--- src/rtl/line_follow_pkg.sv ---
/* line follower shared definitions
   A2D width, channel order, sample and motor structs, gains */
`default_nettype none

package line_follow_pkg;

    localparam int a2d_w = 12;

    typedef logic [2:0] chan_t;

    // pair code doubles as the weight shift (x1, x2, x4)
    typedef enum logic [1:0] {
        pair_inner = 2'd0,
        pair_mid   = 2'd1,
        pair_outer = 2'd2
    } ir_pair_t;

    typedef struct packed {
        logic [a2d_w-1:0] value;
        ir_pair_t         pair;
        logic             negate;   // second channel of a pair
        logic             last;     // channel 7, closes the frame
    } sample_t;

    typedef struct packed {
        logic [10:0] lft;
        logic [10:0] rht;
    } motor_cmd_t;

    localparam logic [7:0]  pwm_duty = 8'd140;
    localparam logic [13:0] p_term   = 14'd13952;
    localparam logic [11:0] i_term   = 12'd1280;
    localparam logic [10:0] fwd_max  = 11'd1792;

    // scan order 1, 0, 4, 2, 3, 7
    function automatic chan_t chan_at(input logic [2:0] idx);
        case (idx)
            3'd0:    return 3'd1;
            3'd1:    return 3'd0;
            3'd2:    return 3'd4;
            3'd3:    return 3'd2;
            3'd4:    return 3'd3;
            default: return 3'd7;
        endcase
    endfunction

    // clamp to the signed 12 bit range
    function automatic logic signed [11:0] sat12(input logic signed [15:0] v);
        if (v > 16'sd2047)
            return 12'h7ff;
        else if (v < -16'sd2048)
            return 12'h800;
        return v[11:0];
    endfunction

endpackage

`default_nettype wire

--- src/rtl/error_accum.sv ---
/* steering error accumulator
   folds weighted readings into a signed sum and saturates it
   at the end of each frame */
`timescale 1ns/10ps
`default_nettype none

module error_accum (
    input  wire                          clk,
    input  wire                          rst_n,
    input  line_follow_pkg::sample_t     sample,
    input  wire                          sample_vld,
    output logic signed [11:0]           error,
    output logic                         error_vld,
    output logic [7:0]                   LEDs
);

    logic signed [15:0] accum;
    logic signed [15:0] term;
    logic signed [15:0] base;
    logic signed [15:0] sum;
    logic               first;

    // first channel of the inner pair opens a frame
    assign first = (sample.pair == line_follow_pkg::pair_inner) && !sample.negate;

    always_comb begin
        term = $signed({4'b0000, sample.value} << sample.pair);   // x1, x2, x4
        base = first ? 16'sd0 : accum;
        if (sample.negate)
            sum = base - term;
        else
            sum = base + term;
    end

    always_ff @(posedge clk) begin
        if (sample_vld)
            accum <= sum;
    end

    always_ff @(posedge clk or negedge rst_n) begin
        if (!rst_n) begin
            error     <= '0;
            error_vld <= 1'b0;
        end else begin
            error_vld <= sample_vld && sample.last;
            if (sample_vld && sample.last)
                error <= line_follow_pkg::sat12(sum);
        end
    end

    assign LEDs = error[11:4];

endmodule

`default_nettype wire

--- src/rtl/ir_emitter_pwm.sv ---
/* IR emitter PWM
   8 bit duty generator, routed to the selected pair only */
`timescale 1ns/10ps
`default_nettype none

module ir_emitter_pwm (
    input  wire                         clk,
    input  wire                         rst_n,
    input  wire                         emit_en,
    input  line_follow_pkg::ir_pair_t   emit_pair,
    output logic                        ir_in_en,
    output logic                        ir_mid_en,
    output logic                        ir_out_en
);

    logic [7:0] cnt;
    logic       pwm;

    // held at zero while dark, so every enable starts a fresh period
    always_ff @(posedge clk or negedge rst_n) begin
        if (!rst_n)
            cnt <= '0;
        else if (emit_en)
            cnt <= cnt + 1'b1;   // wraps every 256
        else
            cnt <= '0;
    end

    assign pwm = emit_en && (cnt < line_follow_pkg::pwm_duty);

    assign ir_in_en  = pwm && (emit_pair == line_follow_pkg::pair_inner);
    assign ir_mid_en = pwm && (emit_pair == line_follow_pkg::pair_mid);
    assign ir_out_en = pwm && (emit_pair == line_follow_pkg::pair_outer);

endmodule

`default_nettype wire

--- src/rtl/motion_cntrl.sv ---
/* line following motion controller
   sequencer, emitter PWM, error accumulator and PI stage in a chain */
`timescale 1ns/10ps
`default_nettype none

module motion_cntrl #(
    parameter int settle_cycles = 4096,
    parameter int gap_cycles    = 32
) (
    input  wire                              clk,
    input  wire                              rst_n,
    input  wire                              go,
    output logic                             strt_cnv,
    output line_follow_pkg::chan_t           chnnl,
    input  wire                              cnv_cmplt,
    input  wire [line_follow_pkg::a2d_w-1:0] a2d_res,
    output logic                             ir_in_en,
    output logic                             ir_mid_en,
    output logic                             ir_out_en,
    output logic [7:0]                       LEDs,
    output line_follow_pkg::motor_cmd_t      motor,
    output logic                             mtr_upd
);

    logic                       emit_en;
    line_follow_pkg::ir_pair_t  emit_pair;
    line_follow_pkg::sample_t   sample;
    logic                       sample_vld;
    logic signed [11:0]         error;
    logic                       error_vld;

    sensor_sequencer #(
        .settle_cycles (settle_cycles),
        .gap_cycles    (gap_cycles)
    ) u_seq (
        .clk        (clk),
        .rst_n      (rst_n),
        .go         (go),
        .cnv_cmplt  (cnv_cmplt),
        .a2d_res    (a2d_res),
        .strt_cnv   (strt_cnv),
        .chnnl      (chnnl),
        .emit_en    (emit_en),
        .emit_pair  (emit_pair),
        .sample     (sample),
        .sample_vld (sample_vld)
    );

    ir_emitter_pwm u_pwm (
        .clk       (clk),
        .rst_n     (rst_n),
        .emit_en   (emit_en),
        .emit_pair (emit_pair),
        .ir_in_en  (ir_in_en),
        .ir_mid_en (ir_mid_en),
        .ir_out_en (ir_out_en)
    );

    error_accum u_err (
        .clk        (clk),
        .rst_n      (rst_n),
        .sample     (sample),
        .sample_vld (sample_vld),
        .error      (error),
        .error_vld  (error_vld),
        .LEDs       (LEDs)
    );

    pi_controller u_pi (
        .clk       (clk),
        .rst_n     (rst_n),
        .go        (go),
        .error     (error),
        .error_vld (error_vld),
        .motor     (motor),
        .mtr_upd   (mtr_upd)
    );

endmodule

`default_nettype wire

--- src/rtl/pi_controller.sv ---
/* PI motor controller
   integral and forward ramp every fourth frame, one shared
   registered multiplier, then right/left motor sums */
`timescale 1ns/10ps
`default_nettype none

module pi_controller (
    input  wire                           clk,
    input  wire                           rst_n,
    input  wire                           go,
    input  wire signed [11:0]             error,
    input  wire                           error_vld,
    output line_follow_pkg::motor_cmd_t   motor,
    output logic                          mtr_upd
);

    localparam logic [2:0] step_last = 3'd5;

    logic [1:0]         int_cnt;
    logic               int_upd;
    logic signed [11:0] integral;
    logic signed [15:0] int_sum;
    logic [10:0]        fwd;
    logic [2:0]         step;      // 0 idle, 1..5 pipeline steps

    logic signed [11:0] op_a;
    logic signed [14:0] op_b;
    logic signed [26:0] prod;
    logic signed [15:0] i_comp;
    logic signed [15:0] p_comp;
    logic signed [15:0] corr;
    logic signed [15:0] rht_sum;
    logic signed [15:0] lft_sum;
    logic signed [11:0] rht_sat;
    logic signed [11:0] lft_sat;

    assign int_upd = error_vld && (int_cnt == 2'd3);
    assign int_sum = integral + error;

    always_ff @(posedge clk or negedge rst_n) begin
        if (!rst_n) begin
            int_cnt  <= '0;
            integral <= '0;
            fwd      <= '0;
        end else begin
            if (error_vld)
                int_cnt <= int_cnt + 1'b1;
            if (int_upd)
                integral <= line_follow_pkg::sat12(int_sum);
            if (!go)
                fwd <= '0;
            else if (int_upd && fwd != line_follow_pkg::fwd_max)
                fwd <= fwd + 1'b1;
        end
    end

    always_ff @(posedge clk or negedge rst_n) begin
        if (!rst_n)
            step <= '0;
        else if (error_vld)
            step <= 3'd1;
        else if (step == step_last)
            step <= '0;
        else if (step != '0)
            step <= step + 1'b1;
    end

    // steps 1-2 integral term, 3-4 proportional term
    always_comb begin
        if (step >= 3'd3) begin
            op_a = error;
            op_b = $signed({1'b0, line_follow_pkg::p_term});
        end else begin
            op_a = integral;
            op_b = $signed({3'b000, line_follow_pkg::i_term});
        end
    end

    always_ff @(posedge clk) begin
        prod <= op_a * op_b;
        if (step == 3'd2)
            i_comp <= prod[26:11];                    // >>> 11
        if (step == 3'd4)
            p_comp <= {{2{prod[26]}}, prod[26:13]};   // >>> 13
    end

    always_comb begin
        corr    = i_comp + p_comp;
        rht_sum = $signed({5'b00000, fwd}) - corr;
        lft_sum = $signed({5'b00000, fwd}) + corr;
        rht_sat = line_follow_pkg::sat12(rht_sum);
        lft_sat = line_follow_pkg::sat12(lft_sum);
    end

    always_ff @(posedge clk or negedge rst_n) begin
        if (!rst_n) begin
            motor   <= '0;
            mtr_upd <= 1'b0;
        end else begin
            mtr_upd <= (step == step_last);
            if (step == step_last) begin
                motor.rht <= rht_sat[11:1];   // lsb dropped
                motor.lft <= lft_sat[11:1];
            end
        end
    end

endmodule

`default_nettype wire

--- src/rtl/sensor_sequencer.sv ---
/* sensor sequencer
   walks the three IR pairs, settles the emitters, runs the A2D
   strobe/complete handshake and hands each reading downstream */
`timescale 1ns/10ps
`default_nettype none

module sensor_sequencer #(
    parameter int settle_cycles = 4096,
    parameter int gap_cycles    = 32
) (
    input  wire                                clk,
    input  wire                                rst_n,
    input  wire                                go,
    input  wire                                cnv_cmplt,
    input  wire [line_follow_pkg::a2d_w-1:0]   a2d_res,
    output logic                               strt_cnv,
    output line_follow_pkg::chan_t             chnnl,
    output logic                               emit_en,
    output line_follow_pkg::ir_pair_t          emit_pair,
    output line_follow_pkg::sample_t           sample,
    output logic                               sample_vld
);

    localparam int tmr_max = (settle_cycles > gap_cycles) ? settle_cycles : gap_cycles;
    localparam int tmr_w   = $clog2(tmr_max + 1);
    localparam logic [2:0] last_idx = 3'd5;

    typedef enum logic [1:0] {
        seq_idle,
        seq_settle,
        seq_cnv,
        seq_gap
    } seq_state_t;

    seq_state_t       state;
    logic [tmr_w-1:0] timer;     // shared by settle and gap waits
    logic [2:0]       idx;       // position in scan order
    logic             seen_low;
    logic             cnv_done;

    assign chnnl     = line_follow_pkg::chan_at(idx);
    assign emit_pair = line_follow_pkg::ir_pair_t'(idx[2:1]);
    assign cnv_done  = (state == seq_cnv) && cnv_cmplt && seen_low;

    always_ff @(posedge clk or negedge rst_n) begin
        if (!rst_n) begin
            state      <= seq_idle;
            timer      <= '0;
            idx        <= '0;
            seen_low   <= 1'b0;
            strt_cnv   <= 1'b0;
            emit_en    <= 1'b0;
            sample_vld <= 1'b0;
        end else begin
            strt_cnv   <= 1'b0;
            sample_vld <= 1'b0;
            case (state)
                seq_idle: begin
                    if (go) begin
                        state   <= seq_settle;
                        emit_en <= 1'b1;
                        timer   <= tmr_w'(settle_cycles - 1);
                    end
                end
                seq_settle: begin
                    emit_en <= 1'b1;
                    if (timer == '0) begin
                        strt_cnv <= 1'b1;
                        state    <= seq_cnv;
                    end else begin
                        timer <= timer - 1'b1;
                    end
                end
                seq_gap: begin
                    if (timer == '0) begin
                        strt_cnv <= 1'b1;
                        state    <= seq_cnv;
                    end else begin
                        timer <= timer - 1'b1;
                    end
                end
                seq_cnv: begin
                    if (!cnv_cmplt) begin
                        seen_low <= 1'b1;
                    end else if (seen_low) begin
                        seen_low   <= 1'b0;
                        sample_vld <= 1'b1;
                        if (!idx[0]) begin
                            idx   <= idx + 1'b1;
                            timer <= tmr_w'(gap_cycles - 1);
                            state <= seq_gap;
                        end else if (idx == last_idx) begin
                            emit_en <= 1'b0;
                            idx     <= '0;
                            state   <= seq_idle;
                        end else begin
                            // one cycle dark so the PWM restarts on the next pair
                            emit_en <= 1'b0;
                            idx     <= idx + 1'b1;
                            timer   <= tmr_w'(settle_cycles);
                            state   <= seq_settle;
                        end
                    end
                end
                default: state <= seq_idle;
            endcase
        end
    end

    always_ff @(posedge clk) begin
        if (cnv_done) begin
            sample.value  <= a2d_res;
            sample.pair   <= line_follow_pkg::ir_pair_t'(idx[2:1]);
            sample.negate <= idx[0];
            sample.last   <= (idx == last_idx);
        end
    end

endmodule

`default_nettype wire

--- config.mk ---
export PLATFORM = sky130hd
export DESIGN_NAME = motion_cntrl
export DESIGN_NICKNAME = d
export VERILOG_FILES = /design/src/rtl/line_follow_pkg.sv /design/src/rtl/error_accum.sv /design/src/rtl/ir_emitter_pwm.sv /design/src/rtl/motion_cntrl.sv /design/src/rtl/pi_controller.sv /design/src/rtl/sensor_sequencer.sv
export SDC_FILE = /design/constraint.sdc
export NUM_CORES = 1
export LEC_CHECK = 0
export ABC_AREA = 1
export BUFFER_PORTS_ARGS = -buffer_cell sky130_fd_sc_hd__buf_2
export CAP_MARGIN = 20
export CORE_MARGIN = 2
export CORE_UTILIZATION = 60
export CTS_CLUSTER_DIAMETER = 30
export DETAILED_ROUTE_END_ITERATION = 10
export PLACE_DENSITY = 0.78
export SLEW_MARGIN = 20
export SYNTH_ARGS = -nofsm -noshare
export SYNTH_HDL_FRONTEND = slang
export SYNTH_SLANG_ARGS = --single-unit
--- constraint.sdc ---
create_clock -name clk -period 8.2 [get_ports clk]
set_clock_uncertainty 0.15 [all_clocks]
set_input_delay 0.41 -clock clk [delete_from_list [all_inputs] [get_ports clk]]
set_output_delay 0.41 -clock clk [all_outputs]
set_load 0.01 [all_outputs]
# Word level (Yosys, flattened, before mapping)
# Index checks and enable logic that the tools add are counted.
totals:
  reg_bits: 183
  latchBits: 0
  ramBits: 0
  mem_bits_ro: 0
  in_bits: 16
  word_cells: 156
  mem_count: 0
op_classes:
  add_sub_neg: 12
  multipliers: 1
  div: 0
  magnitude_cmp: 10
  eq_ne: 23
  n_shift: 1
  n_mux: 60
  bitwise_logic: 0
  reduce_logical: 24
op_table:
  columns: ["operator", "n"]
  rows:
  - ["$mux W12", 13]
  - ["$mux W13", 6]
  - ["$gt A16 B12 Y1 const B", 4]
  - ["$lt A16 B12 Y1 const B", 4]
  - ["$pmux W13 S3", 1]
  - ["$mux W16", 2]
  - ["$mul A12 B15 Y27", 1]
  - ["$mux W11", 2]
  - ["$mux W1", 21]
  - ["$add A12 B16 Y16", 1]
  - ["$add A16 B14 Y16", 1]
  - ["$add A16 B16 Y16", 1]
  - ["$shl A12 B2 Y16", 1]
  - ["$sub A12 B16 Y16", 1]
  - ["$sub A16 B16 Y16", 1]
  - ["$mux W3", 5]
  - ["$pmux W3 S5", 1]
  - ["$mux W14", 1]
  - ["$add A12 B12 Y13", 1]
  - ["$logic_not A13 Y1", 1]
  - ["$sub A13 B1 Y13 const B", 1]
  - ["$eq A3 B3 Y1 const B", 4]
  - ["$add A11 B1 Y11 const B", 1]
  - ["$ne A11 B11 Y1 const B", 1]
  - ["25 further kinds", 55]

# Logic depth before layout (Yosys ltp)
logic_depth:
  word_depth: 10
  mapped_depth: 30

# Hierarchy
# Synthesis repeated with hierarchy kept, for this count alone.
unflattened:
  cells_unflattened: 1852
  hier_area_um2: 14482.6
modules_own_cells:
  columns: ["mod", "instances", "cells_per_inst", "area_per_inst_um2", "seq_area_each_um2"]
  rows:
  - ["pi_controller", 1, 1191, 9248.9, 2497.4]
  - ["error_accum", 1, 399, 2884.0, 805.8]
  - ["sensor_sequencer", 1, 205, 1923.1, 1031.0]
  - ["ir_emitter_pwm", 1, 57, 426.7, 200.2]

# Worst setup path before layout
# Ideal clock, no wire load.
synth_path:
  kind: "flip-flop to flip-flop"
  startpoint: "reg u_pi.step[1]"
  endpoint: "reg u_pi.prod[25]"
  setup_time_ps: 72
  arrival_time_ps: 5471
  required_ps: 7978
  path_slack_ps: 2508
  path_stages_with_launch: 30
  path_buffers: 1
  path_cell_list: "dfrtp_1 nand2_1 inv_1 ha_1 nor2_1 nand2_1 inv_2 clkbuf_1 o21ai_0 o21ai_0 inv_1 ha_1 inv_1 fa_1 inv_1 fa_1 fa_1 inv_1 fa_1 inv_1 ha_1 nand2_1 inv_1 nand4_1 nand3_1 a21boi_0 o31ai_1 nand2_1 nand2_1 xor2_1"
synth_between:
  elab_chain_len: 3
synth_lines:
  columns: ["element", "line", "rtl"]
  rows:
  - ["start, declared", "pi_controller.sv:24", "logic [2:0] step;"]
  - ["start signal, assigned", "pi_controller.sv:65", "step <= step + 1'b1;"]
  - ["$ge A3 B2 Y1 *", "pi_controller.sv:70", "if (step >= 3'd3) begin"]
  - ["$mux W12 / $mux W14 (equally long branches)", "pi_controller.sv:70", null]
  - ["$mul A12 B15 Y27 *", "pi_controller.sv:80", "prod <= op_a * op_b;"]
  - ["end signal, assigned", "pi_controller.sv:80", null]
  - ["end, declared", "pi_controller.sv:28", "logic signed [26:0] prod;"]
# Every way passes the cells marked *; elsewhere a longest branch is shown, timed or not.
# A chain may end at the register's enable or synchronous reset.

# Worst setup path after layout
layout_path:
  startpoint: "reg u_pi.step[2]"
  endpoint: "reg u_pi.prod[25]"
# Same word-level chain as after synthesis.

==> metrics.cfg <==
[status]
status=finished, final reports clean

[drt]
ant_nets=0
drt_iter0_drc=672
viasPerCell=5.328
num_vias=10880
dr.pass1.iters=6
wl_um=28420
detail_route.wl_per_cell_um=13.92
drc_errors=0

[worst_setup_path]
arrival_ps=6690
r2r_setup_slack_ps=1720
crit_path_max_incr_delay_ps=550
critPathKind=flip-flop to flip-flop
setup.worst_path.start_class=flip-flop
worst_path_most_repeated_cell=inv_1
worstPathRequired_ps=8400
endpoint_kind=flip-flop
crit_fanout=35
r2r_cells=29
r2r_end=u_pi.prod[25]
critPathCapture=u_pi.prod[25]
slowest_stage=fa_1
worstSetupStartpoint=u_pi.step[2]
timing.rr.start=u_pi.step[2]

[synthesis]
yosysMostFrequentCell=nand2_1
synth_top_area_share=0.1749
synth_cell_types=52
syn_avg_cell_area_um2=7.938
post_synth_instance_area_um2=13450
ys_seq_area_frac=0.3372
yosysWarnings=0
synth.area.top_cells=dfrtp_1 17%, edfxtp_1 14%, ha_1 13%
synth-seq-cells=172
synth_enable_flop_cells=62
syn_inst=1694
yosysTopAreaCell=dfrtp_1
synthTopCellsByCount=315 x nand2_1, 297 x inv_1, 175 x nor2_1
async_reset_ff_frac=0.5465
ys.flop_type=dfrtp_1

[worst_hold_path]
holdCritPathClass=input pin to flip-flop

[sta]
max_freq_mhz=154.2
hold_viol=0
fin_crit_sh=0.7908
slew_viol_final=0
fin_crit_ps=6485
slew_headroom=0.3152
tightest_slew_ps=1022
setup_viol=0
rsz0062_at_grt=false
finalSetupTns_ps=0

[cells_and_area]
n_antenna_cell=0
nets=1947
areaGrowthSynthToFinish_pct=9.026
stdcell_count=2042
layout-drive-gt1-share=0.07264

[clock_tree]
path_clk_slew_ps=70
tritoncts=built
post_cts_resized=0
h-tree-depth=4
cts_buffer_depth=2
root_buffer=clkbuf_16
numClockSinks=172
clk_latency_ps=430
cts_buffers=17

[die]
core_area_um2=21890
start_util=0.6143
fp-row-count=54
dieArea_um2=23630
die_h_um=153.7
chipWidth_um=153.7
io_pins=54

[global_route]
track_usage=0.2481
grt_pass1_wl_um=48470
grt_max_degree=68
antenna_found_initial=0
grt_pass1_vias=10800
overflow=0

[place]
portBuffers=53
gp_congestion=0.9008
numPlacedInstances=1997
hpwl_um=22410

[flow_run]
cap_viol_max_count=0

==> state kept, by name, indices dropped and copies added, names as in the netlist, 2 cells and up, named ones only <==
signal and cells:
u_pi.step 3, u_seq.state 2, u_pi.motor 22, u_err.accum 16, u_pwm.cnt 8, u_pi.int_cnt 2, u_seq.idx 2, u_seq.timer 13
u_pi.fwd 11, u_seq.sample 16, u_pi.i_comp 16, u_pi.prod 16, u_pi.integral 12, u_err.error 12, u_pi.p_comp 14
==> routing by layer <==
layer / part of all wire / track usage / vias up / routed length (µm)
met3: 0.032 / 0.03298 / 49 / 911
li1: - / - / 5578 / -
met2: 0.52 / 0.4643 / 210 / 14810
met5: 0 / 0 / - / 0
met4: 0.025 / 0.08737 / 0 / 714
met1: 0.42 / 0.2903 / 5042 / 11980
==> critical path: cells and delay by family (launching register included) <==
kind / cells / cell delay [ps]
compound gates: 5 / 1280
xor+xnor: 1 / 130
fa+ha+maj: 7 / 2920
buf+inv: 9 / 940
flops: 1 / 410
simple gates: 7 / 570
==> cells in the final DEF (no fill, tap or decap), types with 7 or more instances in the layout <==
cell	instances
clkbuf_16	17
xnor2_1	20
a21oi_2	11
nor3_1	24
a31oi_1	8
o21bai_1	7
o21ai_0	93
buf_2	52
fa_1	41
nand3_1	116
nand2_1	315
nand4_1	14
dfrtp_1	94
xor2_1	65
dfxtp_1	16
nor2_1	175
edfxtp_1	62
a21oi_1	87
dlygate4sd3_1	13
inv_1	297
ha_1	141
==> through the flow <==
step	hold slack [ps]	worst slack (ps)	instance area, µm²	util
6_report	46.67	1715	14660	0.6697
5_1_grt	71.76	1248	14660	0.6697
4_1_cts	38.10	1768	14660	0.6695
3_5_place_dp	202.3	1805	13910	0.6356
3_3_place_gp	198.5	2018	13910	0.6356
2_1_floorplan	-35.59	2508	13450	-
==> layout make-up <==
| type | instances | area (µm²) |
|---|---|---|
| Multi-Input combinational cell | 1188 | 7607 |
| Fill cell | 1811 | 7231 |
| Sequential cell | 172 | 4534 |
| Inverter | 299 | 1122 |
| Timing Repair Buffer | 71 | 435.4 |
| Clock buffer | 18 | 429.2 |
| Tap cell | 280 | 350.3 |
| Clock inverter | 14 | 181.4 |
==> worst min-delay path by stage <==
stage                         start             end  slack (ps)  cells after the start
after floorplan               rst_n       async pin         -40                      0
after global routing      cnv_cmplt  u_seq.seen_low          70                      2
after global placement        rst_n  u_pi.motor[10]         200                      1
final                     cnv_cmplt  u_seq.seen_low          50                      2
after CTS                 cnv_cmplt  u_seq.seen_low          40                      2
after detailed placement      rst_n  u_pi.motor[21]         200                      1
==> logic make-up (layout without fill, tap and decap cells) <==
group / after synthesis / after routing / synth area share
AO/OA/AOI/OAI: 247 / 247 / 0.1057
XOR/XNOR: 85 / 85 / 0.05536
adder cells (fa/ha/maj): 182 / 182 / 0.1922
buffers and inverters: 335 / 402 / 0.09770
flip-flops: 172 / 172 / 0.3372
multiplexers: 3 / 3 / 0.002233
other: 2 / 3 / 0.0005585
AND/OR/NAND/NOR: 668 / 668 / 0.2090
==> what timing repair did <==
| item | 4_1_cts | 5_1_grt |
|---|---|---|
| setup buffers | 0 | 0 |
| hold buffers | 13 | 0 |
| hold endpoints to repair | 39 | 0 |
Power is left out: the tool's default activity adds up to more than one toggle a clock period on the data nets, which glitch-free logic cannot reach.
